==> src/rtl/sdram_map_pkg.sv <==
// Shared widths, SDRAM region offsets and download header constants
// Arbiter state encoding

`default_nettype none

package sdram_map_pkg;

    // Data and address widths
    typedef logic [22:0] sdram_addr_t;   // SDRAM word address
    typedef logic [15:0] word_t;         // SDRAM data word
    typedef logic [ 7:0] byte_t;         // ioctl and sound ROM data
    typedef logic [ 1:0] wmask_t;        // High bit set keeps that byte
    typedef logic [25:0] ioctl_addr_t;   // Byte address in the ROM file
    typedef logic [20:0] cpu_addr_t;     // Main CPU word address
    typedef logic [15:0] snd_addr_t;     // Sound CPU byte address

    // SDRAM layout of the single bank
    localparam sdram_addr_t ROM_OFFSET  = 23'h00_0000;
    localparam sdram_addr_t WRAM_OFFSET = 23'h30_0000;
    localparam sdram_addr_t SND_OFFSET  = 23'h38_0000;

    // ROM file header
    localparam int HDR_LEN        = 16;   // Bytes before the payload
    localparam int SND_START_UNIT = 1024; // Sound start granularity in bytes

    // Number of CPU slots sharing the bank
    localparam int NSLOT = 3;

    typedef enum logic [1:0] {
        IDLE,       // Waiting for a slot request
        WAIT_ACK,   // rd/wr raised, waiting for the bank to accept it
        WAIT_RDY    // Accepted, waiting for the data phase to end
    } arb_state_t;

endpackage

`default_nettype wire

==> src/rtl/slot_req_if.sv <==
// Request channel between one CPU slot and the bank arbiter
// Slot side drives the request, arbiter side the done pulse and read data

`timescale 1ns/10ps
`default_nettype none

interface slot_req_if
    import sdram_map_pkg::*;
();

    logic        req;    // Held until done
    logic        we;     // Write when high
    sdram_addr_t addr;   // Already includes the region offset
    word_t       din;
    wmask_t      mask;   // Keep-byte mask
    logic        done;   // One cycle, dout valid with it
    word_t       dout;

    modport slot (
        output req, we, addr, din, mask,
        input  done, dout
    );

    modport arb (
        input  req, we, addr, din, mask,
        output done, dout
    );

endinterface

`default_nettype wire

==> src/rtl/rom_hdr_regs.sv <==
// ROM header capture
// Bytes 0/1 give the sound ROM start in SND_START_UNIT blocks after the header

`timescale 1ns/10ps
`default_nettype none

module rom_hdr_regs
    import sdram_map_pkg::*;
(
    input  wire              clk,
    input  wire              arst_n,
    input  wire              downloading,
    input  wire              ioctl_wr,
    input  wire ioctl_addr_t ioctl_addr,
    input  wire byte_t       ioctl_dout,
    output logic             cfg_we,
    output ioctl_addr_t      snd_start
);

    logic        hdr_wr;
    logic [15:0] snd_units;   // Sound start in blocks

    // Any write inside the header window
    assign hdr_wr = downloading && ioctl_wr && (ioctl_addr < ioctl_addr_t'(HDR_LEN));
    assign cfg_we = hdr_wr;

    // Byte 0 holds the low half of the count
    always_ff @(posedge clk or negedge arst_n) begin
        if (!arst_n) begin
            snd_units <= '0;
        end else if (hdr_wr) begin
            if (ioctl_addr == ioctl_addr_t'(0)) begin
                snd_units[7:0] <= ioctl_dout;
            end
            if (ioctl_addr == ioctl_addr_t'(1)) begin
                snd_units[15:8] <= ioctl_dout;
            end
        end
    end

    // Relative to the first payload byte
    assign snd_start = ioctl_addr_t'(snd_units) * ioctl_addr_t'(SND_START_UNIT);

endmodule

`default_nettype wire

==> src/rtl/rom_download.sv <==
// ROM download writer
// Pairs payload bytes into 16-bit program writes for the main and sound ROM regions
// Lone bytes at a region or file end go out with a keep mask on the other half

`timescale 1ns/10ps
`default_nettype none

module rom_download
    import sdram_map_pkg::*;
(
    input  wire              clk,
    input  wire              arst_n,
    input  wire              downloading,
    input  wire              ioctl_wr,
    input  wire ioctl_addr_t ioctl_addr,
    input  wire byte_t       ioctl_dout,
    input  wire ioctl_addr_t snd_start,
    output sdram_addr_t      prog_addr,
    output word_t            prog_data,
    output wmask_t           prog_mask,
    output logic             prog_we,
    input  wire              prog_rdy,
    output logic             dwnld_busy
);

    ioctl_addr_t payload;     // Offset past the header
    ioctl_addr_t snd_rel;
    logic        in_snd;
    logic        payload_wr;
    logic        even_wr;
    logic        odd_wr;
    logic        flush_lone;
    logic        pair_ok;
    sdram_addr_t word_addr;

    byte_t       low_byte;    // Waiting for its high byte
    sdram_addr_t low_addr;
    logic        have_low;

    assign payload    = ioctl_addr - ioctl_addr_t'(HDR_LEN);
    assign snd_rel    = payload - snd_start;
    assign in_snd     = payload >= snd_start;
    assign payload_wr = downloading && ioctl_wr && (ioctl_addr >= ioctl_addr_t'(HDR_LEN));
    assign even_wr    = payload_wr && !ioctl_addr[0];
    assign odd_wr     = payload_wr && ioctl_addr[0];

    assign word_addr = in_snd ? SND_OFFSET + sdram_addr_t'(snd_rel >> 1)
                              : ROM_OFFSET + sdram_addr_t'(payload >> 1);

    assign pair_ok = have_low && (low_addr == word_addr);

    // Unpaired low byte, replaced by a new one or left at the end of the file
    assign flush_lone = (even_wr && have_low) || (!downloading && have_low && !prog_we);

    always_ff @(posedge clk or negedge arst_n) begin
        if (!arst_n) begin
            prog_we  <= 1'b0;
            have_low <= 1'b0;
        end else begin
            if (odd_wr || flush_lone) begin
                prog_we <= 1'b1;
            end else if (prog_rdy) begin
                prog_we <= 1'b0;      // Low the cycle after rdy
            end
            if (even_wr) begin
                have_low <= 1'b1;
            end else if (odd_wr || flush_lone) begin
                have_low <= 1'b0;
            end
        end
    end

    always_ff @(posedge clk) begin
        if (even_wr) begin
            low_byte <= ioctl_dout;
            low_addr <= word_addr;
        end
        if (odd_wr) begin
            prog_addr <= word_addr;
            if (pair_ok) begin
                prog_data <= {ioctl_dout, low_byte};
                prog_mask <= 2'b00;
            end else begin
                prog_data <= {ioctl_dout, 8'h00};
                prog_mask <= 2'b01;   // High byte only
            end
        end else if (flush_lone) begin
            prog_addr <= low_addr;
            prog_data <= {8'h00, low_byte};
            prog_mask <= 2'b10;       // Low byte only
        end
    end

    assign dwnld_busy = downloading || prog_we || have_low;

endmodule

`default_nettype wire

==> src/rtl/slot_cache.sv <==
// One CPU slot in front of the bank arbiter
// Single address/word cache, read miss fill and write-through
// wmask is a byte enable here and goes out as a keep mask

`timescale 1ns/10ps
`default_nettype none

module slot_cache
    import sdram_map_pkg::*;
(
    input  wire              clk,
    input  wire              arst_n,
    input  wire              cs,
    input  wire              wen,
    input  wire sdram_addr_t addr,
    input  wire word_t       din,
    input  wire wmask_t      wmask,   // Byte enables
    output logic             ok,
    output word_t            dout,
    slot_req_if.slot         req
);

    sdram_addr_t cache_addr;
    word_t       cache_data;
    logic        valid;

    sdram_addr_t wr_addr;     // Last completed write
    logic        wr_done;

    logic        hit;
    logic        wr_served;
    logic        start_req;

    assign hit       = valid && (cache_addr == addr);
    assign wr_served = wr_done && (wr_addr == addr);

    // Writes always go to the bank, reads only on a miss
    assign start_req = cs && !req.req && (wen ? !wr_served : !hit);

    always_ff @(posedge clk or negedge arst_n) begin
        if (!arst_n) begin
            req.req <= 1'b0;
            valid   <= 1'b0;
            wr_done <= 1'b0;
            ok      <= 1'b0;
        end else begin
            if (start_req) begin
                req.req <= 1'b1;
            end else if (req.done) begin
                req.req <= 1'b0;
            end
            if (req.done && !req.we) begin
                valid <= 1'b1;
            end
            if (req.done && req.we) begin
                wr_done <= 1'b1;
            end else if (!cs || !wen) begin
                wr_done <= 1'b0;
            end
            ok <= cs && (wen ? wr_served : hit);  // Drops a cycle after cs or addr
        end
    end

    always_ff @(posedge clk) begin
        if (start_req) begin
            req.we   <= wen;
            req.addr <= addr;
            req.din  <= din;
            req.mask <= ~wmask;
        end
        if (req.done) begin
            if (!req.we) begin
                cache_addr <= req.addr;       // Fill
                cache_data <= req.dout;
            end else begin
                wr_addr <= req.addr;
                if (cache_addr == req.addr) begin
                    if (!req.mask[1]) cache_data[15:8] <= req.din[15:8];
                    if (!req.mask[0]) cache_data[7:0]  <= req.din[7:0];
                end
            end
        end
    end

    assign dout = cache_data;

endmodule

`default_nettype wire

==> src/rtl/bank_arbiter.sv <==
// Rotating-priority arbiter for three slots on one SDRAM bank
// One bank access at a time, grants held off while hold is high

`timescale 1ns/10ps
`default_nettype none

module bank_arbiter
    import sdram_map_pkg::*;
(
    input  wire              clk,
    input  wire              arst_n,
    input  wire              hold,
    slot_req_if.arb          req0,
    slot_req_if.arb          req1,
    slot_req_if.arb          req2,
    output sdram_addr_t      ba_addr,
    output logic             ba_rd,
    output logic             ba_wr,
    output word_t            ba_din,
    output wmask_t           ba_din_m,
    input  wire              ba_ack,
    input  wire              ba_rdy,
    input  wire word_t       data_read
);

    arb_state_t       state;
    logic [NSLOT-1:0] reqs;
    logic [NSLOT-1:0] done_q;
    logic [1:0]       last;       // Slot served last, or being served
    logic [1:0]       pick;
    logic             found;
    logic             grant;
    word_t            dout_q;

    sdram_addr_t      pick_addr;
    word_t            pick_din;
    wmask_t           pick_mask;
    logic             pick_we;

    assign reqs = {req2.req, req1.req, req0.req};

    // First requester after the last one served
    always_comb begin
        logic [1:0] idx;
        pick  = last;
        found = 1'b0;
        for (int i = 1; i <= NSLOT; i++) begin
            idx = 2'((32'(last) + i) % NSLOT);
            if (!found && reqs[idx]) begin
                pick  = idx;
                found = 1'b1;
            end
        end
    end

    always_comb begin
        case (pick)
            2'd1: begin
                pick_addr = req1.addr;
                pick_din  = req1.din;
                pick_mask = req1.mask;
                pick_we   = req1.we;
            end
            2'd2: begin
                pick_addr = req2.addr;
                pick_din  = req2.din;
                pick_mask = req2.mask;
                pick_we   = req2.we;
            end
            default: begin
                pick_addr = req0.addr;
                pick_din  = req0.din;
                pick_mask = req0.mask;
                pick_we   = req0.we;
            end
        endcase
    end

    // No grant during the done cycle, the served slot still shows req
    assign grant = (state == IDLE) && !hold && found && (done_q == '0);

    always_ff @(posedge clk or negedge arst_n) begin
        if (!arst_n) begin
            state  <= IDLE;
            ba_rd  <= 1'b0;
            ba_wr  <= 1'b0;
            done_q <= '0;
            last   <= 2'(NSLOT - 1);  // Slot 0 first
        end else begin
            done_q <= '0;
            case (state)
                IDLE: if (grant) begin
                    ba_rd <= !pick_we;
                    ba_wr <= pick_we;
                    last  <= pick;
                    state <= WAIT_ACK;
                end
                WAIT_ACK: if (ba_ack) begin
                    ba_rd <= 1'b0;
                    ba_wr <= 1'b0;
                    state <= WAIT_RDY;
                end
                WAIT_RDY: if (ba_rdy) begin
                    done_q[last] <= 1'b1;
                    state        <= IDLE;
                end
                default: state <= IDLE;
            endcase
        end
    end

    always_ff @(posedge clk) begin
        if (grant) begin
            ba_addr  <= pick_addr;
            ba_din   <= pick_din;
            ba_din_m <= pick_mask;
        end
        if (state == WAIT_RDY && ba_rdy) dout_q <= data_read;
    end

    assign req0.done = done_q[0];
    assign req1.done = done_q[1];
    assign req2.done = done_q[2];
    assign req0.dout = dout_q;
    assign req1.dout = dout_q;
    assign req2.dout = dout_q;

endmodule

`default_nettype wire

==> src/rtl/sdram_map.sv <==
// SDRAM memory map top level for a single bank
// Header registers, download writer, RAM/ROM/sound slots and bank arbiter

`timescale 1ns/10ps
`default_nettype none

module sdram_map
    import sdram_map_pkg::*;
(
    input  wire              clk,
    input  wire              arst_n,
    input  wire              downloading,
    input  wire              ioctl_wr,
    input  wire ioctl_addr_t ioctl_addr,
    input  wire byte_t       ioctl_dout,
    output logic             cfg_we,
    output logic             dwnld_busy,
    output sdram_addr_t      prog_addr,
    output word_t            prog_data,
    output wmask_t           prog_mask,
    output logic             prog_we,
    input  wire              prog_rdy,
    // Main CPU work RAM
    input  wire              main_ram_cs,
    input  wire              main_rnw,
    input  wire cpu_addr_t   main_ram_addr,
    input  wire word_t       main_dout,
    input  wire wmask_t      dsn,
    output logic             main_ram_ok,
    output word_t            main_ram_data,
    // Main CPU ROM
    input  wire              main_rom_cs,
    input  wire cpu_addr_t   main_rom_addr,
    output logic             main_rom_ok,
    output word_t            main_rom_data,
    // Sound CPU ROM
    input  wire              snd_cs,
    input  wire snd_addr_t   snd_addr,
    output logic             snd_ok,
    output byte_t            snd_data,
    // SDRAM bank
    output sdram_addr_t      ba_addr,
    output logic             ba_rd,
    output logic             ba_wr,
    output word_t            ba_din,
    output wmask_t           ba_din_m,
    input  wire              ba_ack,
    input  wire              ba_rdy,
    input  wire word_t       data_read
);

    ioctl_addr_t snd_start;
    sdram_addr_t ram_addr, rom_addr, snd_word_addr;
    word_t       snd_word;

    slot_req_if ram_req ();
    slot_req_if rom_req ();
    slot_req_if snd_req ();

    assign ram_addr      = WRAM_OFFSET + sdram_addr_t'(main_ram_addr[16:0]);
    assign rom_addr      = ROM_OFFSET  + sdram_addr_t'(main_rom_addr);
    assign snd_word_addr = SND_OFFSET  + sdram_addr_t'(snd_addr[15:1]);

    // Odd sound addresses read the upper byte
    assign snd_data = snd_addr[0] ? snd_word[15:8] : snd_word[7:0];

    rom_hdr_regs u_hdr (
        .clk         ( clk         ),
        .arst_n      ( arst_n      ),
        .downloading ( downloading ),
        .ioctl_wr    ( ioctl_wr    ),
        .ioctl_addr  ( ioctl_addr  ),
        .ioctl_dout  ( ioctl_dout  ),
        .cfg_we      ( cfg_we      ),
        .snd_start   ( snd_start   )
    );

    rom_download u_dwnld (
        .clk         ( clk         ),
        .arst_n      ( arst_n      ),
        .downloading ( downloading ),
        .ioctl_wr    ( ioctl_wr    ),
        .ioctl_addr  ( ioctl_addr  ),
        .ioctl_dout  ( ioctl_dout  ),
        .snd_start   ( snd_start   ),
        .prog_addr   ( prog_addr   ),
        .prog_data   ( prog_data   ),
        .prog_mask   ( prog_mask   ),
        .prog_we     ( prog_we     ),
        .prog_rdy    ( prog_rdy    ),
        .dwnld_busy  ( dwnld_busy  )
    );

    slot_cache u_ram_slot (
        .clk    ( clk           ),
        .arst_n ( arst_n        ),
        .cs     ( main_ram_cs   ),
        .wen    ( !main_rnw     ),
        .addr   ( ram_addr      ),
        .din    ( main_dout     ),
        .wmask  ( ~dsn          ),  // dsn is active low
        .ok     ( main_ram_ok   ),
        .dout   ( main_ram_data ),
        .req    ( ram_req       )
    );

    slot_cache u_rom_slot (
        .clk    ( clk           ),
        .arst_n ( arst_n        ),
        .cs     ( main_rom_cs   ),
        .wen    ( 1'b0          ),
        .addr   ( rom_addr      ),
        .din    ( '0            ),
        .wmask  ( '0            ),
        .ok     ( main_rom_ok   ),
        .dout   ( main_rom_data ),
        .req    ( rom_req       )
    );

    slot_cache u_snd_slot (
        .clk    ( clk           ),
        .arst_n ( arst_n        ),
        .cs     ( snd_cs        ),
        .wen    ( 1'b0          ),
        .addr   ( snd_word_addr ),
        .din    ( '0            ),
        .wmask  ( '0            ),
        .ok     ( snd_ok        ),
        .dout   ( snd_word      ),
        .req    ( snd_req       )
    );

    bank_arbiter u_arb (
        .clk       ( clk         ),
        .arst_n    ( arst_n      ),
        .hold      ( downloading ),  // Bank belongs to the download
        .req0      ( ram_req     ),
        .req1      ( rom_req     ),
        .req2      ( snd_req     ),
        .ba_addr   ( ba_addr     ),
        .ba_rd     ( ba_rd       ),
        .ba_wr     ( ba_wr       ),
        .ba_din    ( ba_din      ),
        .ba_din_m  ( ba_din_m    ),
        .ba_ack    ( ba_ack      ),
        .ba_rdy    ( ba_rdy      ),
        .data_read ( data_read   )
    );

endmodule

`default_nettype wire

==> config.mk <==
export PLATFORM = sky130hd
export DESIGN_NAME = sdram_map
export DESIGN_NICKNAME = d
export VERILOG_FILES = /design/src/rtl/sdram_map_pkg.sv /design/src/rtl/slot_req_if.sv /design/src/rtl/rom_hdr_regs.sv /design/src/rtl/rom_download.sv /design/src/rtl/slot_cache.sv /design/src/rtl/bank_arbiter.sv /design/src/rtl/sdram_map.sv
export SDC_FILE = /design/constraint.sdc
export NUM_CORES = 1
export LEC_CHECK = 0
export ABC_AREA = 1
export BUFFER_PORTS_ARGS = -buffer_cell sky130_fd_sc_hd__clkbuf_2
export CORE_MARGIN = 3
export CORE_UTILIZATION = 50
export DETAILED_ROUTE_END_ITERATION = 16
export PLACE_DENSITY = 0.72
export SKIP_LAST_GASP = 1
export SLEW_MARGIN = 5
export SYNTH_ARGS = -nofsm -noshare
export SYNTH_HDL_FRONTEND = slang
export SYNTH_SLANG_ARGS = --single-unit
==> constraint.sdc <==
create_clock -name clk -period 4.55 [get_ports clk]
set_clock_uncertainty 0.1 [all_clocks]
set_input_delay 0.91 -clock clk [delete_from_list [all_inputs] [get_ports clk]]
set_output_delay 0.91 -clock clk [all_outputs]
set_load 0.05 [all_outputs]
# Word level (Yosys, flattened, before mapping)
# Cells that the tools add are included.
[totals]
output_inout_bits = 130
regBits = 390
in_bits = 137
word_cells = 211
[op_classes]
n_lt_le_gt_ge = 8
muxes = 55
n_reduce_logical = 73
n_eq_ne = 17
bitwise = 3
add_sub_neg = 8
n_div = 3
[op_table]
columns = ["op", "count"]
rows = [
  ["$eq 23x23->1", 5],
  ["$mod 32x2->32 const B", 3],
  ["$mux 23", 3],
  ["$mux 16", 4],
  ["$pmux 23 s2", 1],
  ["$mux 8", 4],
  ["$logic_and 1x1->1", 31],
  ["$eq 26x1->1 const B", 1],
  ["$ge 26x26->1", 1],
  ["$ge 26x5->1 const B", 1],
  ["$logic_not 26->1", 1],
  ["$lt 26x5->1 const B", 1],
  ["$mux 1", 26],
  ["$sub 26x5->26 const B", 1],
  ["$sub 24x24->24", 1],
  ["$add 22x15->23 const A", 1],
  ["$add 22x17->23 const A", 1],
  ["$add 22x23->23 const A", 1],
  ["$eq 21x21->1", 1],
  ["$logic_not 1->1", 16],
  ["$mux 2", 8],
  ["$reduce_bool 2->1", 8],
  ["$lt 2x3->1 const B", 4],
  ["$reduce_and 3->1", 4],
  ["other kinds (19)", 39],
]

# Longest topological paths before layout
# Gate-level depths: netlist of run 1.
[logic_depth]
word_depth = 17
mapped_depth = 29
mapped_depth_nobuf = 28

# Hierarchy
# From an unflattened synthesis of run 1, not the netlist that was laid out.
[hier_totals]
hier_cells = 2818
area_unflattened_um2 = 24748.7
[by_module_without_submodules]
columns = ["module", "cells_each", "area_per_inst_um2", "seq_area_each_um2", "n_inst"]
rows = [
  ["slot_cache", 463, 4702.0, 3223.1, 3],
  ["rom_download", 901, 6118.4, 2212.1, 1],
  ["bank_arbiter", 383, 3518.4, 1938.1, 1],
  ["rom_hdr_regs", 114, 882.1, 400.4, 1],
  ["sdram_map", 31, 123.9, 0.0, 1],
]

# Worst setup path after synthesis of run 1
# OpenSTA, ideal clock, no wires.
[synth_timing]
kind = "input to register"
start = "input port main_ram_addr[0]"
end = "register u_ram_slot.req.addr[0] (enable)"
path_buffers = 0
setup_time_ns = 0.474
path_stages = 8
t_required_ns = 3.976
t_arrival_ns = 3.902
path_slack_ns = 0.074
path_cell_list = "inv_1 > o22ai_1 > nor2_1 > o2111ai_1 > nor4_1 > nand3_1 > nand2_1 > nor3_1"
[synth_via]
elab_chain_len = 6
elab_cells_between_ends = 9
cone_classes = "1 x add/sub; 2 x eq/ne; 1 x mux; 5 x reduce/logical"
[synth_lines]
columns = ["item", "line", "source"]
rows = [
  ["start, declared", "sdram_map.sv:26", "input wire cpu_addr_t main_ram_addr,"],
  ["$add 22x17->23 (*)", "sdram_map.sv:60", "assign ram_addr = WRAM_OFFSET + sdram_addr_t'(main_ram_addr[16:0]);"],
  ["$eq 23x23->1, on equally long branches", "slot_cache.sv:35, slot_cache.sv:34", ""],
  ["$logic_and 1x1->1, on equally long branches", "slot_cache.sv:35, slot_cache.sv:34", ""],
  ["$logic_not 1->1", "slot_cache.sv:38", "assign start_req = cs && !req.req && (wen ? !wr_served : !hit);"],
  ["$mux 1 (*)", "slot_cache.sv:38", ""],
  ["$logic_and 1x1->1 (*)", "slot_cache.sv:38", ""],
  ["net u_ram_slot.start_req", "slot_cache.sv:32", "logic start_req;"],
  ["end, declared", "slot_req_if.sv:20", "output req, we, addr, din, mask,"],
]
# The timed path passes the listed nets; every way through them passes the cells marked *.
# A chain may end at the register's enable or synchronous reset.

# Worst setup path in the final report of run 1
[layout_timing]
start = "input port ioctl_addr[7]"
end = "register u_dwnld.prog_data[2], data pin"
[layout_via]
elab_chain_len = 8
elab_cells_between_ends = 12
cone_classes = "3 x add/sub; 2 x order compare; 1 x eq/ne; 3 x mux; 3 x reduce/logical"
[layout_lines]
columns = ["item", "line", "source"]
rows = [
  ["start, declared", "sdram_map.sv:14", "input wire ioctl_addr_t ioctl_addr,"],
  ["$sub 26x5->26 (*)", "rom_download.sv:40", "assign payload = ioctl_addr - ioctl_addr_t'(HDR_LEN);"],
  ["$sub 24x24->24", "rom_download.sv:41", "assign snd_rel = payload - snd_start;"],
  ["$add 22x23->23", "rom_download.sv:47", "assign word_addr = in_snd ? SND_OFFSET + sdram_addr_t'(snd_rel >> 1)"],
  ["$mux 23 (*)", "rom_download.sv:47", ""],
  ["net u_dwnld.word_addr[13]", "rom_download.sv:34", "sdram_addr_t word_addr;"],
  ["$eq 23x23->1 (*)", "rom_download.sv:50", "assign pair_ok = have_low && (low_addr == word_addr);"],
  ["$logic_and 1x1->1 (*)", "rom_download.sv:50", ""],
  ["$mux 8 (*)", "rom_download.sv:80", "if (pair_ok) begin"],
  ["$mux 16 (*)", "rom_download.sv:78", "if (odd_wr) begin"],
  ["end signal, assigned", "rom_download.sv:81", "prog_data <= {ioctl_dout, low_byte};"],
  ["end signal, assigned", "rom_download.sv:84", "prog_data <= {ioctl_dout, 8'h00};"],
  ["end signal, assigned", "rom_download.sv:89", "prog_data <= {8'h00, low_byte};"],
  ["end, declared", "rom_download.sv:19", "output word_t prog_data,"],
]
# Marked as above.

==> flow_summary_export.csv, run 1 <==
group,metric,value,unit
placement,place_congestion,0.901,
route,via_per_inst,5.27,
timing,rsz0062_at_grt,"no",
setup_path,crit_family,"simple AND/OR/NAND/NOR gates",
pwr,total_power,11.7,mW
synthesis,synth.distinct_cells,49,
pwr,pwr_density_cell,604,nW/um^2
placement,postPlaceCellArea,18100,um^2
synthesis,syn_avg_cell_area,10.8,um^2
timing,drv_slew,0,
floorplanning,dieArea,33900,um^2
final_layout,final-seq-area,10500,um^2
synthesis,netlist_area,15900,um^2
floorplanning,dieHeight,184,um
timing,period_share,89.6,%
route,drt_iter0_drc,1103,
floorplanning,io_pins,267,
setup_path,cp-start-kind,"input port",
timing,tns,0,ns
route,detail-route-antenna-nets,0,
setup_path,cp.required,4.71,ns
pwr,leakage,8.49,nW
setup_path,cpPeakStageDelay,0.32,ns
floorplanning,initial_core_util,51.3,%
setup_path,crit_arrival,4.24,ns
final_layout,multiInputGateArea,4410,um^2
final_layout,drive_gt1_share,23.3,%
timing,period_minus_slack,4.08,ns
setup_path,r2r_setup_slack,0.80,ns
clock_network,clk_latency,0.54,ns
clock_network,clkSinkCount,355,
clock_network,clockBufferDepth,3,
floorplanning,coreArea,30900,um^2
pwr,vdd_ir_drop_max,1.18,mV
timing,worst_pin_slew,1.08,ns
placement,hpwlAfterDp,30100,um
route,drc,0,
job,drv_cap,0,
placement,portBuffers,261,
synthesis,syn-num-nets,1630,
clock_network,numCtsBuffers,37,
setup_path,path_max_fanout,17,
floorplanning,core.rowCount,64,
route,via_count,11800,
setup_path,crit_slowest_cell,"or3_1",
global_routing,grt_max_degree,44,
timing,hold_viol,0,
global_routing,grt_pass1_vias,11600,
clock_network,hold_buffers,0,
synthesis,synthTopCellsByArea,"edfxtp_1 (60%), nand2_1 (8.3%), dfrtp_1 (5.7%)",
final_layout,finish.net_count,1977,
final_layout,areaGrowthSynthToFinish,21.8,%
clock_network,clkTransAtPathRegs,0.06,ns
synthesis,yosys_warnings,0,
synthesis,yosysTopAreaCellShare,60.2,%
route,drtPass1Iterations,5,
synthesis,seq_area_frac_synth,66.0,%
timing,slew-limit-headroom,27.8,%
synthesis,syn_inst,1469,
clock_network,h-tree-depth,2,
clock_network,cts_resized,0,
global_routing,grt_pass1_wl,62400,um
final_layout,stdcell_area,19300,um^2
run_status,status,"complete, no violations",
synthesis,synth-seq-cells,355,
setup_path,endpoint_kind,"flop",
setup_path,worst-path-buf-inv,3,
route,wl_per_cell,18.2,um
final_layout,n_fill_cell,2515,
hold_path,hold_class,"flop to flop",
setup_path,critPathKind,"input port to flop",
global_routing,gr-total-overflow,0,
clock_network,cts_root_buf,"clkbuf_16",
clock_network,cts_tree,"done",
global_routing,antenna_found_initial,1,
timing,setup_violations,0,
global_routing,grt_use_total,23.7,%
route,drt-total-wl,40700,um
timing,max_freq,0.245,GHz
clock_network,post_cts_buffers,0,
floorplanning,die_w,184,um
synthesis,synth_top_cell_by_area,"edfxtp_1",
setup_path,path_cells,"clkbuf_2 > nor2_1 > nand2_1 > nor2_1 > nand2_1 > or3_1 > xor2_1 > inv_1 > ha_1 > a21oi_1 > nor2_1 > a211oi_2 > nand3_4 > buf_4 > nand2_2 > o21ai_2 > nand2_1 > nand2_1 > nand2_1 > nor2_1 > nand3_1 > nor2_2 > nor2_4 > nor2_1",
==> metal layers <==
metal / share of wire [%] / track usage [%] / vias up
met5: 0 / 0 / -
met4: 3.7 / 9.25 / 0
met3: 6.8 / 3.22 / 88
met2: 47 / 38.5 / 490
met1: 43 / 32.9 / 5583
li1: - / - / 5649
==> area by class of cell <==
cell class | instances | area share (%)
sequential | 355 | 54.2
multi-input combinational | 856 | 22.8
timing repair buffer | 336 | 9.74
clock buffer | 56 | 5.68
inverter | 230 | 4.47
tap | 396 | 2.56
clock inverter | 12 | 0.498
antenna | 1 | 0.0129
==> synth_stat cells (all sizes together) <==
cell       n
nand2    356
edfxtp   318
inv      228
nor2     113
nand3    106
o21ai     66
dfrtp     36
xor2      34
nand4     25
ha        23
xnor2     23
clkbuf    18
a21oi     17
o22ai     16
nor3      15
buf       10
a211oi     9
mux2       8
nor4       8
o2111ai    6
a221oi     4
nand3b     4
o211ai     4
or2        4
a221o      3
o31ai      3
clkinv     2
a2111oi    1
a211o      1
a22o       1
a31oi      1
conb       1
dfstp      1
fa         1
o21bai     1
o32ai      1
or3        1
==> cell usage in the layout, fill, tap and decap left out, types with 10 or more instances in the layout <==
cell / instances
nor3_1: 14
a21oi_1: 17
dfrtp_1: 35
edfxtp_1: 318
nand4_1: 25
ha_1: 23
nand2_1: 350
inv_1: 224
clkbuf_1: 10
clkbuf_16: 38
buf_4: 74
nand3_1: 104
xnor2_1: 23
clkbuf_2: 261
xor2_1: 34
o22ai_1: 16
o21ai_0: 63
nor2_1: 105
==> power by group <==
part	switching [mW]	internal (mW)
logic	3.19	0.984
clock network	1.24	1.68
registers	0.208	4.36
total	4.64	7.03
==> state kept, by name, indices dropped and copies added, names as in the netlist, 3 cells and up <==
signal                 count
u_arb.ba_addr             22
u_arb.ba_din              16
u_arb.done_q               3
u_arb.req0.dout           16
u_dwnld.low_addr          23
u_dwnld.low_byte           8
u_dwnld.prog_addr         23
u_dwnld.prog_data         16
u_hdr.snd_units           16
u_ram_slot.cache_addr     17
u_ram_slot.dout           16
u_ram_slot.req.addr       17
u_ram_slot.req.din        16
u_ram_slot.wr_addr        17
u_rom_slot.cache_addr     21
u_rom_slot.dout           16
u_rom_slot.req.addr       21
u_snd_slot.cache_addr     15
u_snd_slot.dout           16
u_snd_slot.req.addr       15
==> worst paths after layout <==
kind,to,cells after the start,from
setup reg to reg,u_arb.ba_addr[2],14,u_arb.last[1]
min in group asynchronous,u_hdr.snd_units[0],1,arst_n
setup / recovery,u_dwnld.prog_data[2],24,ioctl_addr[7]
hold reg to reg,u_snd_slot.cache_addr[4],0,u_snd_slot.req.addr[4]
hold / removal,u_snd_slot.cache_addr[4],0,u_snd_slot.req.addr[4]
max in group asynchronous,u_arb.done_q[1],1,arst_n
==> logic make-up (layout without fill, tap and decap cells) <==
kind of cell             Yosys count  count (layout)  share of synthesized area (%)
flip-flops                       355             355                           66.0
other                              1               2                         0.0236
AO/OA/AOI/OAI                    134             134                           5.13
multiplexers                       8               8                          0.568
adder cells (fa/ha/maj)           24              24                           1.94
XOR/XNOR                          57              57                           3.15
AND/OR/NAND/NOR                  632             632                           16.9
buffers and inverters            258             634                           6.24
==> through the flow <==
step           util [%]  hold slack, ns  worst slack (ns)  std cells
3_5_place_dp       58.7           0.334           -0.0456       2173
2_1_floorplan         -           0.314            0.0736       1469
3_3_place_gp       58.7           0.329            0.0522       2173
4_1_cts            62.5           0.347             0.502       2241
5_1_grt            62.5           0.353             0.105       2242
6_report           62.5           0.347             0.474       2242
No activity file was read; power rests on OpenSTA's default activity.
==> run 2, diff against run 1 <==
--- a/config.mk
+++ b/config.mk
@@ -10,7 +10,7 @@
 export CORE_MARGIN = 3
 export CORE_UTILIZATION = 50
 export DETAILED_ROUTE_END_ITERATION = 16
-export PLACE_DENSITY = 0.72
+export PLACE_DENSITY = 0.75
 export SKIP_LAST_GASP = 1
 export SLEW_MARGIN = 5
 export SYNTH_ARGS = -nofsm -noshare
==> constraint.sdc (replaced) <==
create_clock -name clk -period 3.7 [get_ports clk]
set_clock_uncertainty 0.1 [all_clocks]
set_input_delay 0.74 -clock clk [delete_from_list [all_inputs] [get_ports clk]]
set_output_delay 0.74 -clock clk [all_outputs]
set_load 0.05 [all_outputs]
==> run 2 against run 1 <==
Net effect:
- the flow now finishes with violations (setup timing)
- total power rose by 25%
- flip-flop and latch count did not move
- clock power rose by 20%
==> flow_summary_export.csv, run 2 (synthesized netlist as in run 1, its figures left out) <==
group,metric,value,unit
run_status,status,"complete, but fails checks",
run_status,violations,"setup timing",
final_layout,areaGrowthSynthToFinish,27.0,%
setup_path,crit_arrival,4.04,ns
placement,portBuffers,261,
final_layout,post-route-util,65.2,%
floorplanning,io_pins,267,
pwr,comb_power_share,37.5,%
timing,fin_ws,-0.0790,ns
pwr,leakage,8.82,nW
floorplanning,die_w,184,um
timing,max_freq,0.265,GHz
route,drt-total-wl,42400,um
timing,hold_viol,0,
setup_path,critPathKind,"input port to flop",
clock_network,numCtsBuffers,37,
global_routing,grt_max_degree,44,
floorplanning,coreArea,30900,um^2
final_layout,most-common-layout-cells,"nand2_1 (334), edfxtp_1 (318), clkbuf_2 (260)",
route,via_per_inst,5.31,
final_layout,finish.net_count,2032,
floorplanning,dieArea,33900,um^2
hold_path,hold_class,"input port to asynchronous set/reset pin",
setup_path,path_max_fanout,6,
setup_path,endpoint_kind,"flop",
timing,period_share,102,%
pwr,pwr_density_cell,725,nW/um^2
pwr,switchingPower,5.75,mW
placement,place_congestion,0.904,
setup_path,regToRegStartpoint,"u_arb.last[1]",
clock_network,clk_latency,0.52,ns
placement,hpwlAfterDp,31300,um
setup_path,r2r_setup_slack,0.26,ns
timing,setup_violations,9,
route,drt_iter0_drc,978,
route,via_count,12200,
timing,tns,-0.524,ns
global_routing,grt_use_total,24.6,%
pwr,p_clk_share,24.2,%
clock_network,h-tree-depth,2,
final_layout,final_common_cell,"nand2_1",
timing,worst_pin_slew,1.09,ns
clock_network,clockBufferDepth,3,
clock_network,cts_tree,"done",
setup_path,rr_worst_depth,15,
placement,postPlaceCellArea,18600,um^2
floorplanning,initial_core_util,51.3,%
pwr,total_power,14.6,mW
final_layout,n_fill_cell,2385,
setup_path,timing.rr.end,"u_arb.ba_din_m[1]",
setup_path,cp-start-kind,"input port",
pwr,vdd_ir_drop_max,1.37,mV
pwr,p_seq_share,38.3,%
route,drtPass1Iterations,5,
clock_network,clkSinkCount,355,
job,drv_cap,0,
final_layout,drive_gt1_share,29.1,%
final_layout,stdcell_area,20200,um^2
setup_path,cp.required,3.97,ns
global_routing,gr-total-overflow,0,
pwr,power.share.switching,39.3,%
timing,period_minus_slack,3.78,ns
route,wl_per_cell,18.5,um
timing,slew-limit-headroom,27.5,%
floorplanning,core.rowCount,64,
pwr,p_int,8.87,mW
floorplanning,dieHeight,184,um
timing,fin_hold_ws,0.0248,ns
clock_network,clkTransAtPathRegs,0.06,ns
clock_network,cts_root_buf,"clkbuf_16",
route,drc,0,
timing,drv_slew,0,
route,detail-route-antenna-nets,0,
global_routing,antenna_found_initial,3,
final_layout,reg.largest.list,"u_dwnld.low_addr x23, u_dwnld.prog_addr x23, u_arb.ba_addr x22",
global_routing,grt_pass1_wl,64800,um
timing,rsz0062_at_grt,"yes",
global_routing,grt_pass1_vias,11900,
clock_network,hold_buffers,0,
run 2: how the worst max path moves through the flow:
stage / start / endpoint / slack, ns / cells past startpoint
2_1_floorplan: ioctl_addr[14] / u_dwnld.prog_mask[0] / -0.01 / 23
5_1_grt: ioctl_addr[12] / u_dwnld.prog_data[3] / -0.32 / 29
3_5_place_dp: ioctl_addr[11] / u_dwnld.prog_mask[0] / -0.66 / 26
3_3_place_gp: ioctl_addr[8] / u_dwnld.prog_data[1] / -0.60 / 26
6_report: ioctl_addr[11] / u_dwnld.prog_data[5] / -0.08 / 27
4_1_cts: ioctl_addr[12] / u_dwnld.prog_mask[0] / -0.008 / 26
run 2: power by group through the flow:
| stage | clock network, mW | logic, mW | registers (mW) |
|---|---|---|---|
| after floorplan | 0 | 2.53 | 6.63 |
| after global placement | 0 | 5.28 | 5.65 |
| after detailed placement | 0 | 5.39 | 5.67 |
| after CTS | 3.61 | 5.43 | 5.59 |
| after global routing | 3.76 | 5.94 | 5.65 |
| final | 3.53 | 5.49 | 5.60 |
run 2: stage by stage:
step,std cells,setup WS (ns)
4_1_cts,2287,-0.00782
2_1_floorplan,1469,-0.0150
3_3_place_gp,2217,-0.595
5_1_grt,2294,-0.319
3_5_place_dp,2217,-0.657
6_report,2294,-0.0790
run 2: cell type report:
type	instances	area (um^2)	share of cell area (%)
Multi-Input combinational cell	858	4800	23.8
Antenna cell	2	5.00	0.0248
Tap cell	396	495	2.46
Clock inverter	15	120	0.596
Timing Repair Buffer	389	2360	11.7
Clock buffer	49	1030	5.12
Sequential cell	355	10500	52.0
Inverter	230	867	4.30
run 2: metal layers:
metal / track usage [%] / up-vias / part of all wire [%]
li1: - / 5754 / -
met1: 33.8 / 5763 / 41
met2: 39.8 / 537 / 47
met3: 3.57 / 114 / 7.4
met4: 10.1 / 2 / 4.4
met5: 0 / - / 0.031
run 2: worst max-delay path: stages:
cell and delay, ns:
buf_8 0.11, nor2_4 0.11, buf_6 0.11, nand2_4 0.04, nor2_2 0.09, nand2_1 0.07
or3_4 0.41, xor2_4 0.16, inv_2 0.06, ha_4 0.25, a21oi_2 0.11, nor2_1 0.07
a211oi_2 0.21, buf_4 0.19, nand3_4 0.14, buf_6 0.16, nand2_4 0.06, nand2_2 0.05
nand2_1 0.06, nand2_1 0.05, nor2_1 0.10, nand2_1 0.06, nor2_1 0.12, nand2_1 0.12
nor2_4 0.19, nor2_4 0.08, nor2_1 0.12
run 2: what timing repair did:
item                                    CTS  global route
gates cloned                              1             1
gates resized for setup                  13            65
pin swaps                                 9            39
buffers inserted                          5             4
endpoints found under the setup margin    9            13
